$ cat src/source/rv_isa_pkg.sv
/*
 * RV32I base definitions shared by the fetch front end.
 * Only the 32-bit uncompressed encoding is described here.
 * Opcode values are the 7-bit major opcodes of the base ISA.
 */
package rv_isa_pkg;

    // Data and address word
    typedef logic [31:0] word_t;

    // Major opcodes, instr[6:0]
    typedef enum logic [6:0] {
        LUI    = 7'b0110111,
        AUIPC  = 7'b0010111,
        JAL    = 7'b1101111,
        JALR   = 7'b1100111,
        BRANCH = 7'b1100011,
        LOAD   = 7'b0000011,
        STORE  = 7'b0100011,
        IMMED  = 7'b0010011,
        REG    = 7'b0110011,
        SYSTEM = 7'b1110011
    } opcode_t;

    // B-type field layout, MSB first
    typedef struct packed {
        logic       imm12;
        logic [5:0] imm10_05;
        logic [4:0] rs2;
        logic [4:0] rs1;
        logic [2:0] funct3;
        logic [3:0] imm04_01;
        logic       imm11;
        opcode_t    opcode;
    } sbtype_t;

endpackage
$ cat src/source/fetch_pkg.sv
/*
 * Fetch front end definitions.
 * The fetch/execute record is a plain packed struct, with no
 * compressed-instruction or bad-address fields.
 */
package fetch_pkg;

    // Source of the next PC, in priority order
    typedef enum logic [1:0] {
        REDIR_NONE,
        REDIR_TRAP,
        REDIR_EXEC,
        REDIR_PREDICT
    } redirect_t;

    // Fetch/execute pipeline record
    typedef struct packed {
        logic               valid;
        rv_isa_pkg::word_t  instr;
        rv_isa_pkg::word_t  pc;
        rv_isa_pkg::word_t  pc4;
        logic               predicted;
        rv_isa_pkg::word_t  pred_target;
        logic               mal_insn;
        logic               fault_insn;
    } fetch_ex_t;

endpackage

$ cat src/source/fetch_subsystem.sv
/*
 * Fetch front end top level.
 * Connects the fetch stage, the BTB and the hazard unit.
 * The execute stage lives outside: it drives the redirect pulses,
 * the stall level and the BTB training port, and takes the fx record.
 */
module fetch_subsystem #(
    parameter rv_isa_pkg::word_t RESET_PC       = 32'h0000_0100,
    parameter int                BTB_INDEX_BITS = 3
) (
    input  logic              CLK,
    input  logic              nRST,
    // Instruction bus
    output logic              imem_ren,
    output rv_isa_pkg::word_t imem_addr,
    input  rv_isa_pkg::word_t imem_rdata,
    input  logic              imem_busy,
    input  logic              imem_error,
    // Redirects and stall from execute
    input  logic              trap_redirect,
    input  rv_isa_pkg::word_t trap_pc,
    input  logic              ex_redirect,
    input  rv_isa_pkg::word_t ex_target,
    input  logic              ex_stall,
    // BTB training
    input  logic              bp_update_en,
    input  rv_isa_pkg::word_t bp_update_pc,
    input  rv_isa_pkg::word_t bp_update_target,
    input  logic              bp_update_taken,
    // Record to execute
    output logic              fx_valid,
    output rv_isa_pkg::word_t fx_instr,
    output rv_isa_pkg::word_t fx_pc,
    output rv_isa_pkg::word_t fx_pc4,
    output logic              fx_predicted,
    output rv_isa_pkg::word_t fx_pred_target,
    output logic              fx_mal_insn,
    output logic              fx_fault_insn
);
    import rv_isa_pkg::*;

    logic  pc_en;
    logic  iren;
    logic  if_ex_stall;
    logic  if_ex_flush;
    logic  i_mem_busy;
    word_t lookup_pc;
    word_t lookup_instr;
    logic  predict_taken;
    word_t predict_target;

    fetch_hazard_unit hazard_i (
        .i_mem_busy   (i_mem_busy),
        .ex_stall     (ex_stall),
        .trap_redirect(trap_redirect),
        .ex_redirect  (ex_redirect),
        .pc_en        (pc_en),
        .iren         (iren),
        .if_ex_stall  (if_ex_stall),
        .if_ex_flush  (if_ex_flush)
    );

    branch_predictor #(
        .BTB_INDEX_BITS(BTB_INDEX_BITS)
    ) predictor_i (
        .CLK           (CLK),
        .nRST          (nRST),
        .lookup_pc     (lookup_pc),
        .lookup_instr  (lookup_instr),
        .update_en     (bp_update_en),
        .update_pc     (bp_update_pc),
        .update_target (bp_update_target),
        .update_taken  (bp_update_taken),
        .predict_taken (predict_taken),
        .predict_target(predict_target)
    );

    fetch_stage #(
        .RESET_PC(RESET_PC)
    ) fetch_i (
        .CLK           (CLK),
        .nRST          (nRST),
        .pc_en         (pc_en),
        .iren          (iren),
        .if_ex_stall   (if_ex_stall),
        .if_ex_flush   (if_ex_flush),
        .trap_redirect (trap_redirect),
        .trap_pc       (trap_pc),
        .ex_redirect   (ex_redirect),
        .ex_target     (ex_target),
        .predict_taken (predict_taken),
        .predict_target(predict_target),
        .imem_rdata    (imem_rdata),
        .imem_busy     (imem_busy),
        .imem_error    (imem_error),
        .i_mem_busy    (i_mem_busy),
        .lookup_pc     (lookup_pc),
        .lookup_instr  (lookup_instr),
        .imem_ren      (imem_ren),
        .imem_addr     (imem_addr),
        .fx_valid      (fx_valid),
        .fx_instr      (fx_instr),
        .fx_pc         (fx_pc),
        .fx_pc4        (fx_pc4),
        .fx_predicted  (fx_predicted),
        .fx_pred_target(fx_pred_target),
        .fx_mal_insn   (fx_mal_insn),
        .fx_fault_insn (fx_fault_insn)
    );

endmodule

$ cat src/source/fetch_stage.sv
/*
 * Fetch stage: PC register, next-PC select, instruction bus request
 * and the fetch/execute record.
 * Next PC priority is trap, execute redirect, prediction, then PC+4.
 * Only word-aligned fetches are legal; a misaligned PC or a bus error
 * gives a valid record with the instruction squashed to zero.
 * No prediction is followed for a fetch that raised an exception.
 */
module fetch_stage #(
    parameter rv_isa_pkg::word_t RESET_PC = 32'h0000_0100
) (
    input  logic              CLK,
    input  logic              nRST,
    input  logic              pc_en,
    input  logic              iren,
    input  logic              if_ex_stall,
    input  logic              if_ex_flush,
    input  logic              trap_redirect,
    input  rv_isa_pkg::word_t trap_pc,
    input  logic              ex_redirect,
    input  rv_isa_pkg::word_t ex_target,
    input  logic              predict_taken,
    input  rv_isa_pkg::word_t predict_target,
    input  rv_isa_pkg::word_t imem_rdata,
    input  logic              imem_busy,
    input  logic              imem_error,
    output logic              i_mem_busy,
    output rv_isa_pkg::word_t lookup_pc,
    output rv_isa_pkg::word_t lookup_instr,
    output logic              imem_ren,
    output rv_isa_pkg::word_t imem_addr,
    output logic              fx_valid,
    output rv_isa_pkg::word_t fx_instr,
    output rv_isa_pkg::word_t fx_pc,
    output rv_isa_pkg::word_t fx_pc4,
    output logic              fx_predicted,
    output rv_isa_pkg::word_t fx_pred_target,
    output logic              fx_mal_insn,
    output logic              fx_fault_insn
);
    import rv_isa_pkg::*;
    import fetch_pkg::*;

    word_t     pc;
    word_t     pc4;
    word_t     npc;
    redirect_t next_sel;
    logic      mal_insn;
    logic      fault_insn;
    logic      use_predict;
    fetch_ex_t fx_reg;

    // PC register
    always_ff @(posedge CLK, negedge nRST) begin
        if (!nRST) begin
            pc <= RESET_PC;
        end else if (pc_en) begin
            pc <= npc;
        end
    end

    assign pc4 = pc + 32'd4;

    // Exceptions for the current fetch
    assign mal_insn    = (pc[1:0] != 2'b00);
    assign fault_insn  = imem_ren && !imem_busy && imem_error;
    assign use_predict = predict_taken && !mal_insn && !fault_insn;

    // Next-PC source, highest priority first
    always_comb begin
        if (trap_redirect) begin
            next_sel = REDIR_TRAP;
        end else if (ex_redirect) begin
            next_sel = REDIR_EXEC;
        end else if (use_predict) begin
            next_sel = REDIR_PREDICT;
        end else begin
            next_sel = REDIR_NONE;
        end
    end

    always_comb begin
        case (next_sel)
            REDIR_TRAP:    npc = trap_pc;
            REDIR_EXEC:    npc = ex_target;
            REDIR_PREDICT: npc = predict_target;
            default:       npc = pc4;
        endcase
    end

    // Instruction bus, read only, address is the PC itself
    assign imem_ren   = iren;
    assign imem_addr  = pc;
    assign i_mem_busy = imem_busy;

    // Predictor sees the word as it arrives
    assign lookup_pc    = pc;
    assign lookup_instr = imem_rdata;

    // Fetch/execute record
    always_ff @(posedge CLK, negedge nRST) begin
        if (!nRST) begin
            fx_reg <= '0;
        end else if (!if_ex_stall) begin
            if (if_ex_flush) begin
                fx_reg <= '0;
            end else begin
                fx_reg.valid       <= 1'b1;
                // Squashed to zero on an exception but kept valid for the trap
                fx_reg.instr       <= (mal_insn || fault_insn) ? '0 : imem_rdata;
                fx_reg.pc          <= pc;
                fx_reg.pc4         <= pc4;
                fx_reg.predicted   <= use_predict;
                fx_reg.pred_target <= predict_target;
                fx_reg.mal_insn    <= mal_insn;
                fx_reg.fault_insn  <= fault_insn;
            end
        end
    end

    assign fx_valid       = fx_reg.valid;
    assign fx_instr       = fx_reg.instr;
    assign fx_pc          = fx_reg.pc;
    assign fx_pc4         = fx_reg.pc4;
    assign fx_predicted   = fx_reg.predicted;
    assign fx_pred_target = fx_reg.pred_target;
    assign fx_mal_insn    = fx_reg.mal_insn;
    assign fx_fault_insn  = fx_reg.fault_insn;

endmodule

$ cat src/source/branch_predictor.sv
/*
 * Direct-mapped branch target buffer with 2-bit saturating counters.
 * Lookup is combinational; updates land at the clock edge.
 * Predicts only when the looked-up word is a BRANCH or JAL.
 * Entries are indexed by PC[BTB_INDEX_BITS+1:2] and tagged with the
 * remaining upper PC bits.
 */
module branch_predictor #(
    parameter int BTB_INDEX_BITS = 3
) (
    input  logic              CLK,
    input  logic              nRST,
    input  rv_isa_pkg::word_t lookup_pc,
    input  rv_isa_pkg::word_t lookup_instr,
    input  logic              update_en,
    input  rv_isa_pkg::word_t update_pc,
    input  rv_isa_pkg::word_t update_target,
    input  logic              update_taken,
    output logic              predict_taken,
    output rv_isa_pkg::word_t predict_target
);
    import rv_isa_pkg::*;

    localparam int ENTRIES = 1 << BTB_INDEX_BITS;
    localparam int TAG_BITS = 32 - BTB_INDEX_BITS - 2;

    logic                      btb_valid [ENTRIES];
    logic [1:0]                btb_count [ENTRIES];
    logic [TAG_BITS-1:0]       btb_tag [ENTRIES];
    word_t                     btb_target [ENTRIES];

    logic [BTB_INDEX_BITS-1:0] lk_idx;
    logic [TAG_BITS-1:0]       lk_tag;
    logic                      lk_hit;
    logic                      lk_ctrl;
    sbtype_t                   lk_fields;

    logic [BTB_INDEX_BITS-1:0] up_idx;
    logic [TAG_BITS-1:0]       up_tag;
    logic                      up_hit;

    // Lookup side
    assign lk_idx    = lookup_pc[BTB_INDEX_BITS+1:2];
    assign lk_tag    = lookup_pc[31:BTB_INDEX_BITS+2];
    assign lk_hit    = btb_valid[lk_idx] && (btb_tag[lk_idx] == lk_tag);
    assign lk_fields = sbtype_t'(lookup_instr);
    assign lk_ctrl   = (lk_fields.opcode == BRANCH) || (lk_fields.opcode == JAL);

    // Counter MSB set means 2 or 3
    assign predict_taken  = lk_hit && btb_count[lk_idx][1] && lk_ctrl;
    assign predict_target = btb_target[lk_idx];

    // Update side
    assign up_idx = update_pc[BTB_INDEX_BITS+1:2];
    assign up_tag = update_pc[31:BTB_INDEX_BITS+2];
    assign up_hit = btb_valid[up_idx] && (btb_tag[up_idx] == up_tag);

    // Valid bits and counters
    always_ff @(posedge CLK, negedge nRST) begin
        if (!nRST) begin
            for (int i = 0; i < ENTRIES; i++) begin
                btb_valid[i] <= 1'b0;
                btb_count[i] <= 2'd1;
            end
        end else if (update_en) begin
            btb_valid[up_idx] <= 1'b1;
            if (!up_hit) begin
                // Fresh entry starts weakly biased toward the outcome
                btb_count[up_idx] <= update_taken ? 2'd2 : 2'd1;
            end else if (update_taken && btb_count[up_idx] != 2'd3) begin
                btb_count[up_idx] <= btb_count[up_idx] + 2'd1;
            end else if (!update_taken && btb_count[up_idx] != 2'd0) begin
                btb_count[up_idx] <= btb_count[up_idx] - 2'd1;
            end
        end
    end

    // Tags and targets
    always_ff @(posedge CLK) begin
        if (update_en) begin
            btb_tag[up_idx]    <= up_tag;
            btb_target[up_idx] <= update_target;
        end
    end

endmodule

$ cat src/source/fetch_hazard_unit.sv
/*
 * Hazard control for the fetch stage.
 * Purely combinational. Redirects are expected as single-cycle pulses.
 * A redirect overrides a pending bus wait, so the record is flushed and
 * the fetch restarts at the new PC. A downstream stall still holds the
 * record, while the PC moves to the redirect target.
 */
module fetch_hazard_unit (
    input  logic i_mem_busy,
    input  logic ex_stall,
    input  logic trap_redirect,
    input  logic ex_redirect,
    output logic pc_en,
    output logic iren,
    output logic if_ex_stall,
    output logic if_ex_flush
);

    logic redirect;
    logic hold;

    // Any change of flow from the execute side
    assign redirect = trap_redirect | ex_redirect;

    // Fetch cannot advance while waiting on memory or execute
    assign hold = ex_stall | i_mem_busy;

    // Record is cleared on every redirect
    assign if_ex_flush = redirect;

    // Busy gives way to a redirect, ex_stall never does
    assign if_ex_stall = ex_stall | (i_mem_busy & ~redirect);

    // PC follows a redirect even when the pipe is held
    assign pc_en = ~hold | redirect;

    // No read suppression in this core
    // The request stays up for every cycle after reset release
    assign iren = 1'b1;

endmodule

$ cat config.mk
export PLATFORM = sky130hd
export DESIGN_NAME = fetch_subsystem
export DESIGN_NICKNAME = d
export VERILOG_FILES = /design/src/source/rv_isa_pkg.sv /design/src/source/fetch_pkg.sv /design/src/source/fetch_subsystem.sv /design/src/source/fetch_stage.sv /design/src/source/branch_predictor.sv /design/src/source/fetch_hazard_unit.sv
export SDC_FILE = /design/constraint.sdc
export NUM_CORES = 1
export LEC_CHECK = 0
export BUFFER_PORTS_ARGS = -buffer_cell sky130_fd_sc_hd__buf_2
export CORE_UTILIZATION = 35
export CTS_CLUSTER_DIAMETER = 30
export DETAILED_ROUTE_END_ITERATION = 10
export GPL_TIMING_DRIVEN = 0
export PLACE_DENSITY = 0.55
export SLEW_MARGIN = 20
export SYNTH_ARGS = -nofsm -noshare
export SYNTH_HDL_FRONTEND = slang
export SYNTH_SLANG_ARGS = --single-unit
$ cat constraint.sdc
create_clock -name CLK -period 3.8 [get_ports CLK]
set_clock_uncertainty 0.05 [all_clocks]
set_input_delay 0.76 -clock CLK [delete_from_list [all_inputs] [get_ports CLK]]
set_output_delay 0.76 -clock CLK [all_outputs]
set_load 0.05 [all_outputs]
## After elaboration in Yosys (flattened, before gate mapping)

Memory sizes are Yosys's and may differ from the RTL's.
Cells that the tools add are included.

- ROM bits: 0
- Logic and storage cells: 102
- Bits in writable memories: 472
- Bits in latches: 0
- Memories: 2
- Bits in registers: 188
- Input bits: 169

- Reduce and logical (&&, ||, !) cells: 19
- Shift-type cells: 0
- Equality and inequality tests: 9
- Div/mod/pow operators: 0
- Add/sub/neg operators: 3
- $mul: 0
- Bitwise gates (word level): 10
- Multiplexer cells: 31
- Magnitude comparators: 3

Memory list:

| memory | words | bits a word | rd ports | clocked after memory_dff | wr ports | RTL line | RTL |
|---|---|---|---|---|---|---|---|
| predictor_i.btb_target | 8 | 32 | 1 | 0 | 1 | branch_predictor.sv:30 | `word_t btb_target [ENTRIES];` |
| predictor_i.btb_tag | 8 | 27 | 2 | 0 | 1 | branch_predictor.sv:29 | `logic [TAG_BITS-1:0] btb_tag [ENTRIES];` |

Operators with widths:

| operator | count |
|---|---|
| $mux 132 | 1 |
| $pmux 32 s3 | 1 |
| $eq 27x27->1 | 2 |
| $bwmux 16 | 3 |
| $mux 16 | 3 |
| $add 32x3->32 const B | 1 |
| $mux 32 | 1 |
| $mux 2 | 9 |
| $eq 7x7->1 const B | 2 |
| $bmux 2 s3 | 2 |
| $logic_and 1x1->1 | 10 |
| $ge 4x4->1 const B | 2 |
| $not 3->4 | 2 |
| $or 8x8->8 | 1 |
| $mux 1 | 7 |
| $bmux 1 s3 | 2 |
| $demux 2 s3 | 1 |
| $eq 2x2->1 const B | 2 |
| $logic_not 1->1 | 4 |
| $lt 4x1->1 const B | 1 |
| $or 1x1->1 | 4 |
| $reduce_bool 2->1 | 2 |
| $demux 1 s3 | 1 |
| $ne 3x3->1 const B | 1 |
| 8 further kinds | 10 |

## Logic depth before layout (Yosys ltp)

Gate-level depths: netlist of the first run.

- Word-level depth: 14
- Mapped depth: 15
- Gate-level depth less buffers: 10

## Cells and area by module

From an unflattened synthesis of the first run, not the netlist that was laid out.

- Cells, all modules: 1998
- Area, all modules: 30015.0 µm²

Modules (own cells, without submodules):

| module | seq. area each (µm²) | instances | area each (µm²) | cells each |
|---|---|---|---|---|
| branch_predictor | 14784.2 | 1 | 21556.9 | 1104 |
| fetch_stage | 4055.1 | 1 | 8424.3 | 888 |
| fetch_hazard_unit | 0.0 | 1 | 33.8 | 6 |

## Worst setup path after synthesis of the first run

Ideal clock, no wire load.

- Kind: input port to flip-flop
- From: in bp_update_pc[2]
- To: reg predictor_i.btb_count[11] in the netlist's numbering
- Buffers on the path: 5
- Cell stages on the path: 14
- Arrival: 3490 ps
- Path slack: 138 ps
- Cells stage by stage: buf_2 -> buf_4 -> buf_4 -> buf_4 -> buf_4 -> mux4_2 -> nand2_1 -> and2_1 -> inv_1 -> ha_1 -> nand2b_1 -> or4_1 -> o22a_2 -> o22a_1

- Longest elaborated chain between the ends: 9
- Elaborated cells between the ends (all ways): 29

Ends and longest elaborated chain:

| what | RTL line | RTL |
|---|---|---|
| from (decl) | fetch_subsystem.sv:27 | `input rv_isa_pkg::word_t bp_update_pc,` |
| $not 3->4 | - |  |
| $bmux 2 s3 (tied with other cells) | - |  |
| $mux 2 (implied by the code) or $logic_and 1x1->1 (tied branches) | - |  |
| $mux 2, on equally long branches | - |  |
| $sub 2x1->2 or $demux 2 s3 (tied branches) | branch_predictor.sv:73, branch_predictor.sv:69, branch_predictor.sv:71 |  |
| $bwmux 16 | branch_predictor.sv:73 | `btb_count[up_idx] <= btb_count[up_idx] - 2'd1;` |
| $mux 16 | branch_predictor.sv:72 | `end else if (!update_taken && btb_count[up_idx] != 2'd0) begin` |
| $mux 16 | branch_predictor.sv:70 | `end else if (update_taken && btb_count[up_idx] != 2'd3) begin` |
| $mux 16 | branch_predictor.sv:67 | `if (!up_hit) begin` |
| to (signal, indexed assignment) | branch_predictor.sv:69 | `btb_count[up_idx] <= update_taken ? 2'd2 : 2'd1;` |
| to (signal, indexed assignment) | branch_predictor.sv:71 | `btb_count[up_idx] <= btb_count[up_idx] + 2'd1;` |
| to (signal, indexed assignment) | branch_predictor.sv:73 |  |
| to (decl) | branch_predictor.sv:28 | `logic [1:0] btb_count [ENTRIES];` |

Parallel ways exist; a longest one is shown, timed or not. The select of a mux whose other input is x is not followed.
A chain may end at the register's enable or synchronous reset.

## Final worst setup path of the first run

- From: in bp_update_pc[4]
- To: reg predictor_i.btb_count[11] in the netlist's numbering

Same word-level chain as after synthesis.

==> results of run 1 <==
==> state kept, by name, indices dropped and copies added, names as in the netlist <==
name                    count
fetch_i.imem_addr          32
fetch_i.fx_mal_insn         1
fetch_i.fx_instr           32
fetch_i.fx_pc4             32
fetch_i.fx_fault_insn       1
fetch_i.fx_pred_target     32
predictor_i.btb_target    256
fetch_i.fx_predicted        1
fetch_i.fx_valid            1
fetch_i.fx_pc              30
predictor_i.btb_count      16
predictor_i.btb_valid       8
predictor_i.btb_tag       216
==> logic make-up (layout without fill, tap and decap cells) <==
logic type               count (synthesis)  in the layout  share of synthesized area
flip-flops                             658            658                     0.6437
AO/OA/AOI/OAI                          409            409                     0.1001
AND/OR/NAND/NOR                        354            354                    0.06113
multiplexers                           273            273                     0.1468
buffers and inverters                  164            785                    0.02689
XOR/XNOR                                67             67                    0.02005
adder cells (fa/ha/maj)                  3              3                   0.001283
other                                    1             11                  0.0001281
==> stage by stage <==
step	hold WS [ns]	setup TNS [ns]
2_1_floorplan	0.4061	0
3_3_place_gp	0.4119	-1282.72
3_5_place_dp	0.4184	-76.39
4_1_cts	0.1499	0
5_1_grt	0.1797	-0.1033
6_report	0.1758	-0.03841
==> cells in the final DEF (no fill, tap or decap), types with 14 or more instances in the layout <==
cell / synthesis / routed
o22ai_1: 35 / 34
or3_1: 21 / 21
clkbuf_8: 0 / 14
clkbuf_16: 0 / 146
dfrtp_1: 177 / 171
buf_6: 9 / 17
a221oi_1: 24 / 22
nand4_1: 18 / 18
buf_4: 12 / 39
buf_2: 28 / 340
and3_1: 18 / 18
nor2_1: 50 / 46
mux4_2: 116 / 116
mux2_2: 66 / 66
a22oi_1: 38 / 37
inv_6: 0 / 15
a22o_1: 76 / 76
mux2i_1: 86 / 70
a21oi_1: 27 / 24
nand3_1: 28 / 28
inv_1: 23 / 15
o21ai_0: 121 / 121
xor2_1: 33 / 31
clkbuf_1: 72 / 88
nand2_1: 128 / 127
nand2b_1: 17 / 17
edfxtp_1: 472 / 472
xnor2_1: 34 / 32
==> routing by layer <==
layer | up-vias | GRT usage | wire length (um)
met3 | 264 | 0.07254 | 11240
met4 | 12 | 0.1101 | 4294
met1 | 10890 | 0.3285 | 42210
met2 | 1249 | 0.3913 | 49730
met5 | - | 0 | 71
li1 | 8713 | - | -
==> layout make-up <==
| cell class | instances | area share |
|---|---|---|
| Antenna cell | 10 | 0.0006557 |
| Buffer | 131 | 0.02301 |
| Clock buffer | 194 | 0.1033 |
| Clock inverter | 75 | 0.02531 |
| Inverter | 27 | 0.003737 |
| Multi-Input combinational cell | 1107 | 0.2601 |
| Sequential cell | 658 | 0.4938 |
| Tap cell | 1070 | 0.03508 |
| Timing Repair Buffer | 358 | 0.05495 |
==> worst max-delay path, delay by kind of cell <==
| kind | cells | cell delay, ns |
|---|---|---|
| compound gates | 4 | 0.96 |
| simple gates | 3 | 1.09 |
| buf+inv | 5 | 1.08 |
| xor+xnor | 1 | 0.17 |
| mux | 1 | 0.27 |
==> power groups by stage <==
stage	Combinational (mW)	Clock (mW)	Sequential, mW
2_1_floorplan	1.82	0	8.74
3_3_place_gp	3.50	0	8.41
3_5_place_dp	3.55	0	8.41
4_1_cts	3.67	12.4	8.31
5_1_grt	3.99	12.8	8.35
6_report	3.81	12.3	8.33
==> final timing paths <==
check | to | slack, ns | depth (start not counted)
hold / removal | fetch_i.imem_addr[24] | 0.18 | 2
setup / recovery | predictor_i.btb_count[11] | -0.03 | 14
min in group asynchronous | predictor_i.btb_valid[2] | 0.38 | 2
max in group asynchronous | fetch_i.fx_pc[28] | 2.20 | 4
hold reg to reg | fetch_i.fx_pc4[8] | 0.42 | 2
setup reg to reg | fetch_i.imem_addr[6] | 0.02 | 11
==> repair_timing <==
item                                    CTS  global route
setup buffers                             4            14
gates cloned                              0             1
gates resized for setup                  98            54
endpoints found under the setup margin   89            45
pin swaps                                 6             9
hold buffers                              1             0
hold endpoints to repair                 12             0
==> results_dict.tcl, run 1 <==
set metrics [dict create \
    status "complete, but fails checks" \
    violations "setup timing" \
    vdd_drop_max_mv 0.3707 \
    hp-class "in -> reg" \
    synth_cell_type_count 79 \
    path_clk_slew_ns 0.05 \
    cts_htree_levels 4 \
    grt_pass1_wl_um 152500 \
    max_stage_delay_ns 0.56 \
    crit_top_cell "buf_6" \
    drive_gt1_frac 0.3659 \
    wl_um 107500 \
    utilization 0.4633 \
    end_kind "flop" \
    avgViaCountPerCell 5.820 \
    finalWeightedCongestion 0.9150 \
    first_pass_iters 6 \
    die_w_um 291.2 \
    synth-async-reset-ratio 0.2827 \
    yosys-top-cells-area "edfxtp_1 (48%), dfrtp_1 (15%), mux4_2 (8.9%)" \
    io_buffer_count 328 \
    synth-main-ff-cell "edfxtp_1" \
    rsz0062_at_grt "true" \
    ys_seq_area_frac 0.6437 \
    start_util 0.3553 \
    drc 0 \
    post_drt_wl_per_cell_um 29.63 \
    hold_violations 0 \
    switching_share 0.2805 \
    combPwrFrac 0.156 \
    arrival_ns 4.35 \
    r2r-start "fetch_i.imem_addr[3]" \
    postLayoutCellArea_um2 38160 \
    synth_top_area_cell "edfxtp_1" \
    clkLatencyLatePin_ns 0.74 \
    seqCellArea_um2 18850 \
    maxCapViolations 0 \
    tightest_slew_ns 1.136 \
    yosys_warnings 0 \
    hp-start "trap_pc[24]" \
    ys_seq_elements 658 \
    die_h_um 291.2 \
    clockPowerShare 0.504 \
    clock_path_buffers 3 \
    setup.worst_path.start "bp_update_pc[4]" \
    synth_cells 1929 \
    core-area_um2 82370 \
    setup_viol 2 \
    cp_max_fo 10 \
    num_vias 21130 \
    fmax_mhz 261.1 \
    core.rowCount 105 \
    hpwl_um 74800 \
    syn_area_per_cell_um2 15.17 \
    relSlewSlack 0.2428 \
    cts_tree "done" \
    antenna_found_initial 24 \
    layout.nets 2599 \
    cts.sinks 658 \
    synth_most_common_cell "edfxtp_1" \
    areaGrowthSynthToFinish_pct 30.39 \
    slowest_stage "or4_1" \
    dpl.cell_count 3337 \
    netlist.area_leader.share 0.4842 \
    cts_buffers 144 \
    grt_pass1_vias 21230 \
    overflow 0 \
    seq_power_share 0.341 \
    start_kind "primary input" \
    synthTopCellsByCount "edfxtp_1 (472), dfrtp_1 (177), nand2_1 (128), o21ai_0 (121), mux4_2 (116)" \
    intPower_mw 17.60 \
    multi_input_area_um2 9927 \
    grt_max_degree 93 \
    dr.first_iter.drc_count 2333 \
    die_area_um2 84790 \
    p_switching_mw 6.864 \
    critPathKind "in -> reg" \
    place_ws_ns -1.404 \
    critPathRequiredTime_ns 4.32 \
    antenna_left 0 \
    syn-num-nets 2101 \
    finalCritPeriodShare 1.008 \
    power_leakage_nw 14.60 \
    power_mw 24.47 \
    worst_slack_ns -0.03033 \
    synth_edf_count 472 \
    grt_usage 0.2522 \
    min_period_ns 3.830 \
    final_cells 3630 \
    ctsRootBufferMaster "clkbuf_16" \
    place_area_um2 32580 \
    fillCellCount 7154 \
    synth_area_um2 29270 \
    ios 334 \
    slew_violations 0 \
    power_density_nw_per_um2 641.1 \
    cp_cell_sequence "buf_2 -> buf_6 -> buf_6 -> buf_6 -> buf_4 -> mux2i_1 -> o2bb2ai_1 -> a221oi_2 -> xnor2_2 -> nor4_2 -> nand3_1 -> or4_1 -> o22a_2 -> o22a_1" \
]
(Power assumes the default switching activity.)
==> run 2, diff against run 1 <==
Settings changed: SYNTH_HIERARCHICAL set to 1.
==> run 2 against run 1 <==
The flow still finishes with violations (setup timing). Register-to-register slack got worse by 0.56 ns. Critical path type is now reg -> reg. Setup slack worse by 0.51 ns. Highest routed layer unchanged. Combinational power grew 8.7%.
==> results_dict.tcl, run 2 <==
set metrics [dict create \
    status "complete, but fails checks" \
    violations "setup timing" \
    mostFrequentLayoutCells "edfxtp_1 (472), buf_2 (351), dfrtp_1 (175)" \
    core.rowCount 106 \
    syn-num-nets 2143 \
    ios 334 \
    antenna_left 0 \
    worst_slack_ns -0.5388 \
    cts_tree "done" \
    post_drt_wl_per_cell_um 26.99 \
    max_stage_delay_ns 0.52 \
    dr.first_iter.drc_count 2012 \
    hp-class "in -> async" \
    areaGrowthSynthToFinish_pct 33.03 \
    cts.sinks 658 \
    critPathKind "reg -> reg" \
    grt_usage 0.2328 \
    io_buffer_count 326 \
    yosys_warnings 6 \
    tightest_slew_ns 0.9347 \
    clock_path_buffers 3 \
    postLayoutCellArea_um2 39660 \
    cp_max_fo 7 \
    setup.worst_path.start "fetch_i/imem_addr[2]" \
    min_period_ns 4.339 \
    syn_area_per_cell_um2 15.13 \
    cts_buffers 138 \
    cp_cell_sequence "buf_12 -> buf_12 -> clkbuf_16 -> mux4_2 -> mux2i_2 -> xor2_1 -> nand4_1 -> nor4_2 -> nand4_1 -> nor2_4 -> or3b_4 -> nor3_4 -> buf_6 -> buf_6 -> a221o_1 -> o211ai_1 -> o311ai_1" \
    drc 0 \
    synth_cells 1971 \
    reg2reg_to "fetch_i/imem_addr[20]" \
    drive_gt1_frac 0.4015 \
    setup_viol 32 \
    path_clk_slew_ns 0.05 \
    finalWeightedCongestion 0.9395 \
    hold_violations 0 \
    core-area_um2 83950 \
    grt_pass1_vias 21050 \
    finalCritPeriodShare 1.142 \
    wl_um 101100 \
    avgViaCountPerCell 5.508 \
    ctsRootBufferMaster "clkbuf_16" \
    slowest_stage "mux4_2" \
    arrival_ns 4.90 \
    hpwl_um 71150 \
    first_pass_iters 6 \
    top_register "predictor_i/btb_target" \
    r2r_setup_slack_ns -0.54 \
    cts_htree_levels 4 \
    relSlewSlack 0.3721 \
    slew_violations 0 \
    reg.largest.list "predictor_i/btb_target (256), predictor_i/btb_tag (216)" \
    synth_area_um2 29810 \
    power_leakage_nw 14.97 \
    place_area_um2 33440 \
    power_mw 25.33 \
    clkLatencyLatePin_ns 0.72 \
    largest_register_ffs 256 \
    r2r_cells 17 \
    cts_hold_buffers 0 \
    critPathRequiredTime_ns 4.36 \
    fmax_mhz 230.5 \
    die_area_um2 86350 \
    start_kind "flop" \
    rsz0062_at_grt "true" \
    end_kind "flop" \
    layout.nets 2668 \
    antenna_found_initial 19 \
    die_h_um 293.9 \
    final_common_cell "edfxtp_1" \
    num_vias 20650 \
    overflow 0 \
    maxCapViolations 0 \
    r2r-start "fetch_i/imem_addr[2]" \
    start_util 0.3551 \
    power_density_nw_per_um2 638.7 \
    whs_ns 0.04393 \
    grt_max_degree 96 \
    grt_pass1_wl_um 144900 \
    vdd_drop_max_mv 0.4057 \
    die_w_um 293.9 \
]
run 2: final cells by class:
cell class | count | area (um2)
fillers | 7294 | 44300
flip-flops and latches | 658 | 18840
multi-input cells | 1094 | 10470
clock buffers | 166 | 3724
repair buffers | 389 | 2556
well taps | 1134 | 1419
clock inverters | 86 | 1277
plain buffers | 175 | 1180
inverters | 40 | 180.2
diodes | 6 | 15.01
run 2: timing repair:
| item | 4_1_cts | 5_1_grt |
|---|---|---|
| setup endpoints to repair | 81 | 47 |
| buffers inserted | 29 | 11 |
| pin swaps | 37 | 27 |
| gates resized for setup | 169 | 47 |
| cloned | 2 | 2 |
run 2: report_power, final:
group          switching [mW]  leakage (nW)  internal, mW
clock network            3.98          2.39          8.76
registers               0.323          6.68          8.13
logic                    2.58          5.90          1.56
total                    6.89          15.0          18.4
run 2: worst max-delay path by stage:
stage,to,slack (ns)
after floorplan,fetch_i/imem_addr[30],-0.01
after global placement,fetch_i/imem_addr[21],-2.65
after detailed placement,fetch_i/imem_addr[18],-2.74
after CTS,fetch_i/imem_addr[20],-0.56
after global routing,fetch_i/imem_addr[20],-0.59
final,fetch_i/imem_addr[20],-0.54
run 2: per-layer routing:
metal / vias to the layer above / share of wire / wire length (um) / track usage
met1: 10600 / 0.40 / 40310 / 0.2967
met4: 14 / 0.034 / 3416 / 0.08714
met5: - / 0.00082 / 83 / 0
met3: 210 / 0.089 / 8985 / 0.06420
met2: 1034 / 0.48 / 48350 / 0.3774
li1: 8783 / - / - / -
run 2: critical path, delay by kind of cell, from the launching register on:
family,cells,cell delay [ns]
flip-flops,1,0.43
AO/OA/AOI/OAI,3,0.63
AND/OR/NAND/NOR,6,1.43
XOR/XNOR,1,0.25
buffers and inverters,5,0.68
multiplexers,2,0.74
run 2: stage by stage:
stage	std cells	TNS, ns	setup slack (ns)	util
2_1_floorplan	1971	-0.01069	-0.01069	-
3_3_place_gp	3431	-911.75	-2.649	0.3930
3_5_place_dp	3451	-183.37	-2.743	0.3983
4_1_cts	3731	-13.13	-0.5555	0.4695
5_1_grt	3747	-16.20	-0.5918	0.4724
6_report	3748	-13.09	-0.5388	0.4724
